File: src/logic/crx_cfg.svh
`ifndef CRX_CFG_SVH
`define CRX_CFG_SVH

// --------------------
// Receive buffer sizing
// --------------------

// Entries in each receive buffer.
// This is also the initial and the maximum credit of each flow.
`define CRX_BUF_DEPTH 4

// The count must hold the depth itself, so one more value than the depth.
`define CRX_CNT_W $clog2(`CRX_BUF_DEPTH + 1)

// --------------------
// Payload widths
// --------------------

// Flow 0 carries data flits and sets the width of the output bus.
`define CRX_DATA_W 32
// Flow 1 carries short messages.
`define CRX_MSG_W 16

`endif

File: src/logic/crx_pkg.sv
`include "crx_cfg.svh"

package crx_pkg;

  // --------------------
  // Payload types
  // --------------------

  // Flow 0 payload, which is as wide as the output bus.
  typedef logic [`CRX_DATA_W-1:0] data_flit_t;

  // Flow 1 payload.
  // It is zero-extended on its way to the output bus.
  typedef logic [`CRX_MSG_W-1:0] msg_flit_t;

  // --------------------
  // Control types
  // --------------------

  // A credit count, from zero up to the buffer depth inclusive.
  typedef logic [`CRX_CNT_W-1:0] credit_t;

  // Names the flow that is shown on the output bus.
  typedef logic flow_id_t;

endpackage

File: src/logic/credit_counter.sv
`timescale 1ns/1ps

`include "crx_cfg.svh"

module credit_counter import crx_pkg::*; (
  input  logic    clk,
  input  logic    arst_n,
  input  logic    reload,
  input  logic    incr,
  input  logic    decr,
  input  credit_t withhold,
  output credit_t value,
  output credit_t available
);

  // The sum is one bit wider so count plus incr never wraps.
  logic [`CRX_CNT_W:0] count_plus_incr;
  logic [`CRX_CNT_W:0] withhold_ext;
  credit_t             count_q;
  credit_t             count_next;

  // --------------------
  // Available credit
  // --------------------

  // A credit returned this cycle is usable this cycle.
  // This is what lets a credit pass straight through when the count is zero.
  assign count_plus_incr = {1'b0, count_q} + {{`CRX_CNT_W{1'b0}}, incr};
  assign withhold_ext    = {1'b0, withhold};

  // Withheld credits are taken off the top, and the result floors at zero.
  always_comb begin
    if (count_plus_incr > withhold_ext) begin
      available = credit_t'(count_plus_incr - withhold_ext);
    end else begin
      available = '0;
    end
  end

  // --------------------
  // Count register
  // --------------------

  // Increment and decrement land together at the next edge.
  // A decrement is only asked for while some credit is available.
  assign count_next = count_q + credit_t'(incr) - credit_t'(decr);

  always_ff @(posedge clk or negedge arst_n) begin
    if (!arst_n) begin
      count_q <= credit_t'(`CRX_BUF_DEPTH);
    end else if (reload) begin
      // Reload puts the whole buffer back in circulation.
      count_q <= credit_t'(`CRX_BUF_DEPTH);
    end else begin
      count_q <= count_next;
    end
  end

  // The count seen outside is the state before this cycle's changes.
  assign value = count_q;

endmodule

File: src/logic/credit_receiver.sv
`timescale 1ns/1ps

module credit_receiver import crx_pkg::*; #(
  parameter type payload_t = data_flit_t
) (
  input  logic     clk,
  input  logic     arst_n,
  input  logic     sender_in_reset,
  input  logic     credit_stall,
  input  logic     push_valid,
  input  payload_t push_data,
  input  logic     pop_credit,
  input  credit_t  withhold,
  output logic     push_credit,
  output logic     receiver_in_reset,
  output logic     wr_en,
  output payload_t wr_data,
  output logic     flush,
  output credit_t  credit_count,
  output credit_t  credit_available
);

  logic either_rst;
  logic credit_give;
  logic pop_incr;

  // --------------------
  // Combined reset
  // --------------------

  // The receiver counts as in reset until the first edge after arst_n is released.
  // A sender reset holds this side in a synchronous reset as well.
  assign either_rst = sender_in_reset || receiver_in_reset;

  // Pops seen during reset are dropped, since the counter reloads anyway.
  assign pop_incr = pop_credit && !either_rst;

  credit_counter u_counter (
    .clk       (clk),
    .arst_n    (arst_n),
    .reload    (either_rst),
    .incr      (pop_incr),
    .decr      (credit_give),
    .withhold  (withhold),
    .value     (credit_count),
    .available (credit_available)
  );

  // One credit per cycle at most. Stall blocks it, and so does reset on either side.
  assign credit_give = (credit_available != '0) && !credit_stall && !either_rst;

  // --------------------
  // Push side
  // --------------------

  // No register on the data path. The push goes to the buffer in the same cycle.
  assign wr_en   = push_valid && !either_rst;
  assign wr_data = push_data;

  // The buffer empties itself while either side is in reset.
  assign flush = either_rst;

  // Both push outputs are registered toward the remote sender.
  always_ff @(posedge clk or negedge arst_n) begin
    if (!arst_n) begin
      receiver_in_reset <= 1'b1;
      push_credit       <= 1'b0;
    end else begin
      receiver_in_reset <= 1'b0;
      push_credit       <= credit_give;
    end
  end

endmodule

File: src/logic/rx_buffer.sv
`timescale 1ns/1ps

`include "crx_cfg.svh"

module rx_buffer import crx_pkg::*; #(
  parameter type payload_t = data_flit_t
) (
  input  logic     clk,
  input  logic     arst_n,
  input  logic     flush,
  input  logic     wr_en,
  input  logic     pop,
  input  payload_t wr_data,
  output payload_t head,
  output logic     empty
);

  localparam int PTR_W = (`CRX_BUF_DEPTH > 1) ? $clog2(`CRX_BUF_DEPTH) : 1;
  localparam logic [PTR_W-1:0] LAST_IDX = PTR_W'(`CRX_BUF_DEPTH - 1);

  payload_t         mem [`CRX_BUF_DEPTH];
  logic [PTR_W-1:0] wr_ptr;
  logic [PTR_W-1:0] rd_ptr;
  credit_t          count;
  logic             full;
  logic             do_wr;
  logic             do_pop;

  assign empty = (count == '0);
  assign full  = (count == credit_t'(`CRX_BUF_DEPTH));

  // A pop from an empty buffer is ignored.
  // A write into a full one only goes through if the same cycle also pops.
  assign do_pop = pop && !empty;
  assign do_wr  = wr_en && (!full || do_pop);

  // --------------------
  // Storage
  // --------------------

  always_ff @(posedge clk) begin
    if (do_wr) begin
      mem[wr_ptr] <= wr_data;
    end
  end

  // The head is read straight from the array, so the arbiter sees it this cycle.
  assign head = mem[rd_ptr];

  // --------------------
  // Pointers and occupancy
  // --------------------

  // The pointers wrap by compare, so the depth need not be a power of two.
  always_ff @(posedge clk or negedge arst_n) begin
    if (!arst_n) begin
      wr_ptr <= '0;
      rd_ptr <= '0;
      count  <= '0;
    end else if (flush) begin
      wr_ptr <= '0;
      rd_ptr <= '0;
      count  <= '0;
    end else begin
      if (do_wr) begin
        wr_ptr <= (wr_ptr == LAST_IDX) ? '0 : wr_ptr + 1'b1;
      end
      if (do_pop) begin
        rd_ptr <= (rd_ptr == LAST_IDX) ? '0 : rd_ptr + 1'b1;
      end
      count <= count + credit_t'(do_wr) - credit_t'(do_pop);
    end
  end

endmodule

File: src/logic/out_arbiter.sv
`timescale 1ns/1ps

`include "crx_cfg.svh"

module out_arbiter import crx_pkg::*; (
  input  logic       clk,
  input  logic       arst_n,
  input  logic       empty0,
  input  logic       empty1,
  input  data_flit_t head0,
  input  msg_flit_t  head1,
  input  logic       out_stall,
  output logic       pop0,
  output logic       pop1,
  output logic       out_valid,
  output flow_id_t   out_flow,
  output data_flit_t out_data
);

  logic       req0;
  logic       req1;
  flow_id_t   last_served;
  data_flit_t head1_ext;

  // --------------------
  // Grant
  // --------------------

  // Nothing is requested while the consumer stalls.
  assign req0 = !empty0 && !out_stall;
  assign req1 = !empty1 && !out_stall;

  // When both flows wait, the one not served last wins.
  assign pop0 = req0 && (!req1 || (last_served == 1'b1));
  assign pop1 = req1 && (!req0 || (last_served == 1'b0));

  // Messages are narrower than the bus, so the upper bits are zero.
  assign head1_ext = {{(`CRX_DATA_W - `CRX_MSG_W){1'b0}}, head1};

  // --------------------
  // Output register
  // --------------------

  always_ff @(posedge clk or negedge arst_n) begin
    if (!arst_n) begin
      out_valid   <= 1'b0;
      last_served <= 1'b1;
    end else begin
      // The valid lasts one cycle per pop.
      out_valid <= pop0 || pop1;
      if (pop0 || pop1) begin
        last_served <= pop1;
      end
    end
  end

  // Flow id and data only move with a grant.
  always_ff @(posedge clk) begin
    if (pop0 || pop1) begin
      out_flow <= pop1;
      out_data <= pop1 ? head1_ext : head0;
    end
  end

endmodule

File: src/logic/crx_top.sv
`timescale 1ns/1ps

module crx_top import crx_pkg::*; (
  input  logic       clk,
  input  logic       arst_n,
  input  logic       push_sender_in_reset,
  input  logic       push_credit_stall,
  input  logic [1:0] push_valid,
  input  data_flit_t push_data0,
  input  msg_flit_t  push_data1,
  input  credit_t    withhold0,
  input  credit_t    withhold1,
  input  logic       out_stall,
  output logic [1:0] push_credit,
  output logic       push_receiver_in_reset,
  output logic       out_valid,
  output flow_id_t   out_flow,
  output data_flit_t out_data,
  output credit_t    credit_count0,
  output credit_t    credit_count1,
  output credit_t    credit_available0,
  output credit_t    credit_available1
);

  // Flow 0 wires, receiver to buffer to arbiter.
  logic       wr_en0;
  data_flit_t wr_data0;
  logic       flush0;
  logic       pop0;
  logic       empty0;
  data_flit_t head0;

  // Flow 1 wires.
  logic       wr_en1;
  msg_flit_t  wr_data1;
  logic       flush1;
  logic       pop1;
  logic       empty1;
  msg_flit_t  head1;

  // --------------------
  // Flow 0, data
  // --------------------

  credit_receiver #(.payload_t(data_flit_t)) u_rx0 (
    .clk               (clk),
    .arst_n            (arst_n),
    .sender_in_reset   (push_sender_in_reset),
    .credit_stall      (push_credit_stall),
    .push_valid        (push_valid[0]),
    .push_data         (push_data0),
    .pop_credit        (pop0),
    .withhold          (withhold0),
    .push_credit       (push_credit[0]),
    .receiver_in_reset (push_receiver_in_reset),
    .wr_en             (wr_en0),
    .wr_data           (wr_data0),
    .flush             (flush0),
    .credit_count      (credit_count0),
    .credit_available  (credit_available0)
  );

  rx_buffer #(.payload_t(data_flit_t)) u_buf0 (
    .clk     (clk),
    .arst_n  (arst_n),
    .flush   (flush0),
    .wr_en   (wr_en0),
    .pop     (pop0),
    .wr_data (wr_data0),
    .head    (head0),
    .empty   (empty0)
  );

  // --------------------
  // Flow 1, messages
  // --------------------

  // Its in-reset output matches flow 0's, so only flow 0 drives the port.
  credit_receiver #(.payload_t(msg_flit_t)) u_rx1 (
    .clk               (clk),
    .arst_n            (arst_n),
    .sender_in_reset   (push_sender_in_reset),
    .credit_stall      (push_credit_stall),
    .push_valid        (push_valid[1]),
    .push_data         (push_data1),
    .pop_credit        (pop1),
    .withhold          (withhold1),
    .push_credit       (push_credit[1]),
    .receiver_in_reset (),
    .wr_en             (wr_en1),
    .wr_data           (wr_data1),
    .flush             (flush1),
    .credit_count      (credit_count1),
    .credit_available  (credit_available1)
  );

  rx_buffer #(.payload_t(msg_flit_t)) u_buf1 (
    .clk     (clk),
    .arst_n  (arst_n),
    .flush   (flush1),
    .wr_en   (wr_en1),
    .pop     (pop1),
    .wr_data (wr_data1),
    .head    (head1),
    .empty   (empty1)
  );

  // --------------------
  // Shared output
  // --------------------

  // Each pop from the arbiter also returns one credit to its flow.
  out_arbiter u_arb (
    .clk       (clk),
    .arst_n    (arst_n),
    .empty0    (empty0),
    .empty1    (empty1),
    .head0     (head0),
    .head1     (head1),
    .out_stall (out_stall),
    .pop0      (pop0),
    .pop1      (pop1),
    .out_valid (out_valid),
    .out_flow  (out_flow),
    .out_data  (out_data)
  );

endmodule

File: config.mk
export PLATFORM = sky130hd
export DESIGN_NAME = crx_top
export DESIGN_NICKNAME = d
export VERILOG_FILES = /design/src/logic/crx_pkg.sv /design/src/logic/credit_counter.sv /design/src/logic/credit_receiver.sv /design/src/logic/rx_buffer.sv /design/src/logic/out_arbiter.sv /design/src/logic/crx_top.sv
export VERILOG_INCLUDE_DIRS = /design/src /design/src/logic
export SDC_FILE = /design/constraint.sdc
export NUM_CORES = 1
export LEC_CHECK = 0
export BUFFER_PORTS_ARGS = -buffer_cell sky130_fd_sc_hd__buf_2
export CAP_MARGIN = 20
export CELL_PAD_IN_SITES_DETAIL_PLACEMENT = 1
export CELL_PAD_IN_SITES_GLOBAL_PLACEMENT = 1
export CORE_AREA = 2 2 145 147
export CTS_CLUSTER_SIZE = 10
export DETAILED_ROUTE_END_ITERATION = 6
export DIE_AREA = 0 0 147 149
export PLACE_DENSITY_LB_ADDON = 0.1
export SYNTH_ARGS = -nofsm -noshare
export SYNTH_HDL_FRONTEND = slang
export SYNTH_SLANG_ARGS = --single-unit
File: constraint.sdc
create_clock -name clk -period 4.7 [get_ports clk]
set_clock_uncertainty 0.15 [all_clocks]
set_input_delay 0.94 -clock clk [delete_from_list [all_inputs] [get_ports clk]]
set_output_delay 0.94 -clock clk [all_outputs]
set_load 0.1 [all_outputs]
==> results.py <==
metrics = {
    "drt": {
        "drt_iter0_markers": 171,
        "detail_route.wl_per_cell_microns": 21.2,
        "routed_wl_microns": 19800,
        "via_per_inst": 5.33,
        "vias": 4980,
        "ant_nets": 0,
        "drt_pass1_iterations": 4,
        "drcViolationCount": 0,
    },
    "floorplanning": {
        "dieHeight_microns": 149,
        "initial_core_util": 0.496,
        "core_region_area_sq_um": 20600,
        "num_io_pins": 110,
        "chipWidth_microns": 147,
        "rows": 53,
        "dieArea_sq_um": 21900,
    },
    "timing": {
        "slew_viol_final": 0,
        "rsz0062_at_grt": "no",
        "max_freq_ghz": 0.222,
        "worst_slew_pin_slew_ns": 0.968,
        "slew_headroom": 0.354,
        "finalCritPeriodShare": 0.959,
        "period_needed_ns": 4.51,
        "hold_violations": 0,
        "setup_viol": 0,
        "tns_ns": 0,
        "timing.hold.ws_ns": 0.251,
    },
    "synthesis": {
        "ys_warn_count": 0,
        "synth_fp_nets": 604,
        "ys_seq_area_frac": 0.725,
        "netlist.area_leader.share": 0.663,
        "synth-main-ff-cell": "edfxtp_1",
        "yosysTopAreaCell": "edfxtp_1",
        "avgSynthCellArea_sq_um": 20.1,
        "yosys.cell_types.count": 44,
        "synth_enable_flop_cells": 225,
        "ys_ff_latch": 250,
        "syn_inst": 507,
        "syn_area_sq_um": 10200,
        "ys_top_cells_by_area": "edfxtp_1, mux4_2, mux4_1",
        "async_flop_share": 0.100,
    },
    "cts": {
        "cts.clk_slew.worst_paths_ns": 0.06,
        "postCtsSetupBuffers": 0,
        "htreeDepth": 1,
        "clockRootBuffer": "clkbuf_16",
        "clk_latency_ns": 0.53,
        "cts_buffers": 29,
        "tritoncts": "built",
        "cts_sinks": 250,
        "clockBufferDepth": 3,
    },
    "worst_setup_path": {
        "worstReg2RegStart": "u_buf1.count[1]",
        "rr_worst_depth": 18,
        "start_kind": "primary input",
        "worst_r2r_endpoint": "u_rx0.u_counter.value[2]",
        "path_class": "primary input to output port",
        "reg2reg_slack_ns": 0.60,
        "endpoint_kind": "output port",
        "arrival_ns": 3.42,
        "cp.required_ns": 3.61,
        "worst-path-max-fanout": 3,
    },
    "pwr": {
        "netSwitchingFraction": 0.244,
        "p_switching_mw": 1.22,
        "clock_power_share": 0.394,
        "ir_drop_mv": 0.323,
        "internal_power_mw": 3.78,
        "p_seq_frac": 0.504,
        "power_density_nw_per_um2": 418,
        "p_leak_nw": 4.24,
        "p_comb_frac": 0.102,
    },
    "cells_and_area": {
        "fin_nets": 730,
        "drive_gt1_frac": 0.335,
        "area_growth_pct": 17.4,
        "layout_commonest_cell": "edfxtp_1",
        "fillCellCount": 1850,
        "ff_latch_area_sq_um": 7390,
        "mostFrequentLayoutCells": "edfxtp_1, buf_2, ha_1, clkbuf_16, inv_1",
        "design_area_sq_um": 12000,
        "multi_input_area_sq_um": 2620,
        "fin_util": 0.582,
    },
    "global_routing": {
        "antenna_found_initial": 5,
        "first_global_vias": 5601,
        "track_usage": 0.186,
        "grt_pass1_wl_microns": 30900,
        "grt_start_max_net_pins": 39,
        "gr-total-overflow": 0,
    },
    "placed_design": {
        "portBuffers": 109,
        "hpwl_microns": 12500,
        "dpl-instance-area_sq_um": 11100,
        "gp_congestion": 0.744,
    },
    "run_status": {
        "status": "finished, final reports clean",
    },
    "job": {
        "maxCapViolations": 0,
    },
    "min_path": {
        "min_path_type": "primary input to asynchronous set/reset pin",
    },
}
-- through the flow --
step	worst slack, ns	total power, mW	cells
final	0.193	5.00	935
after global routing	0.0348	5.17	932
after CTS	0.00432	5.06	931
after detailed placement	-0.0855	3.08	877
after global placement	0.0644	3.05	876
after floorplan	-0.216	2.93	507
-- cell families after synthesis --
| group | share of synthesized area |
|---|---|
| adder cells (fa/ha/maj) | 0.0486 |
| AND/OR/NAND/NOR | 0.0444 |
| other | 0.000368 |
| multiplexers | 0.133 |
| buffers and inverters | 0.0254 |
| XOR/XNOR | 0.00859 |
| AO/OA/AOI/OAI | 0.0153 |
| flip-flops | 0.725 |
-- layout make-up --
| type | instances | area share |
|---|---|---|
| flip-flops and latches | 250 | 0.617 |
| well taps | 275 | 0.0287 |
| clock buffers | 51 | 0.0675 |
| repair buffers | 117 | 0.0571 |
| clock inverters | 3 | 0.00178 |
| multi-input cells | 208 | 0.218 |
| inverters | 27 | 0.00846 |
| diodes | 4 | 0.000836 |
-- registers in the layout, summed over array words and instances, names as in the netlist --
name / count
u_buf0.count: 3
u_buf1.wr_ptr: 2
u_buf0.wr_ptr: 2
u_rx1.receiver_in_reset: 1
u_buf1.rd_ptr: 2
u_rx1.push_credit: 1
u_buf1.mem: 64
u_buf1.count: 3
u_arb.out_valid: 1
u_rx1.u_counter.value: 3
u_arb.last_served: 1
u_arb.out_data: 32
u_buf0.mem: 128
u_rx0.push_credit: 1
u_rx0.u_counter.value: 3
u_arb.out_flow: 1
u_buf0.rd_ptr: 2
-- synth_stat cells (all sizes together), types with 6 or more instances --
| cell | number |
|---|---|
| mux2 | 16 |
| nor2b | 18 |
| inv | 27 |
| buf | 18 |
| and2 | 15 |
| nor2 | 12 |
| mux4 | 48 |
| nand2 | 11 |
| dfrtp | 21 |
| nor3 | 6 |
| fa | 6 |
| xnor2 | 6 |
| ha | 30 |
| edfxtp | 225 |
-- worst max-delay path, stage by stage --
cell and delay [ns]:
buf_2 0.11, or2_2 0.31, nor4_4 0.29, ha_2 0.24, ha_1 0.15, xor2_1 0.17, ha_1 0.28, nor2b_1 0.15
o21a_1 0.17, a21oi_2 0.16, buf_4 0.17, nor2_4 0.03, buf_4 0.23
-- metal layers --
metal	vias to the layer above	GRT usage	wire, microns
met5	-	0	11
met2	112	0.338	10400
li1	2254	-	-
met3	32	0.0428	963
met1	2580	0.224	8010
met4	2	0.0524	414
-- power by group through the flow --
stage                     Clock [mW]  Sequential, mW  Combinational, mW
after floorplan                    0            2.73              0.199
after global routing            2.10            2.52              0.542
after CTS                       2.02            2.52              0.514
after detailed placement           0            2.56              0.512
after global placement             0            2.56              0.494
final                           1.97            2.52              0.511
-- worst max path at each step --
stage / depth (start not counted) / slack (ns) / from / to
6_report: 13 / 0.19 / push_sender_in_reset / credit_available1[1]
5_1_grt: 12 / 0.03 / u_buf1.count[0] / credit_available0[1]
4_1_cts: 13 / 0.004 / push_sender_in_reset / credit_available1[1]
3_5_place_dp: 13 / -0.09 / push_sender_in_reset / credit_available1[1]
3_3_place_gp: 13 / 0.06 / push_sender_in_reset / credit_available1[1]
2_1_floorplan: 11 / -0.22 / push_sender_in_reset / credit_available0[0]
-- repair_timing --
item                       in CTS  in global routing
setup endpoints to repair       2                  5
hold buffers                    0                  0
gates cloned                    0                  0
resized for setup               1                  9
Power figures use the tool's default switching activity.
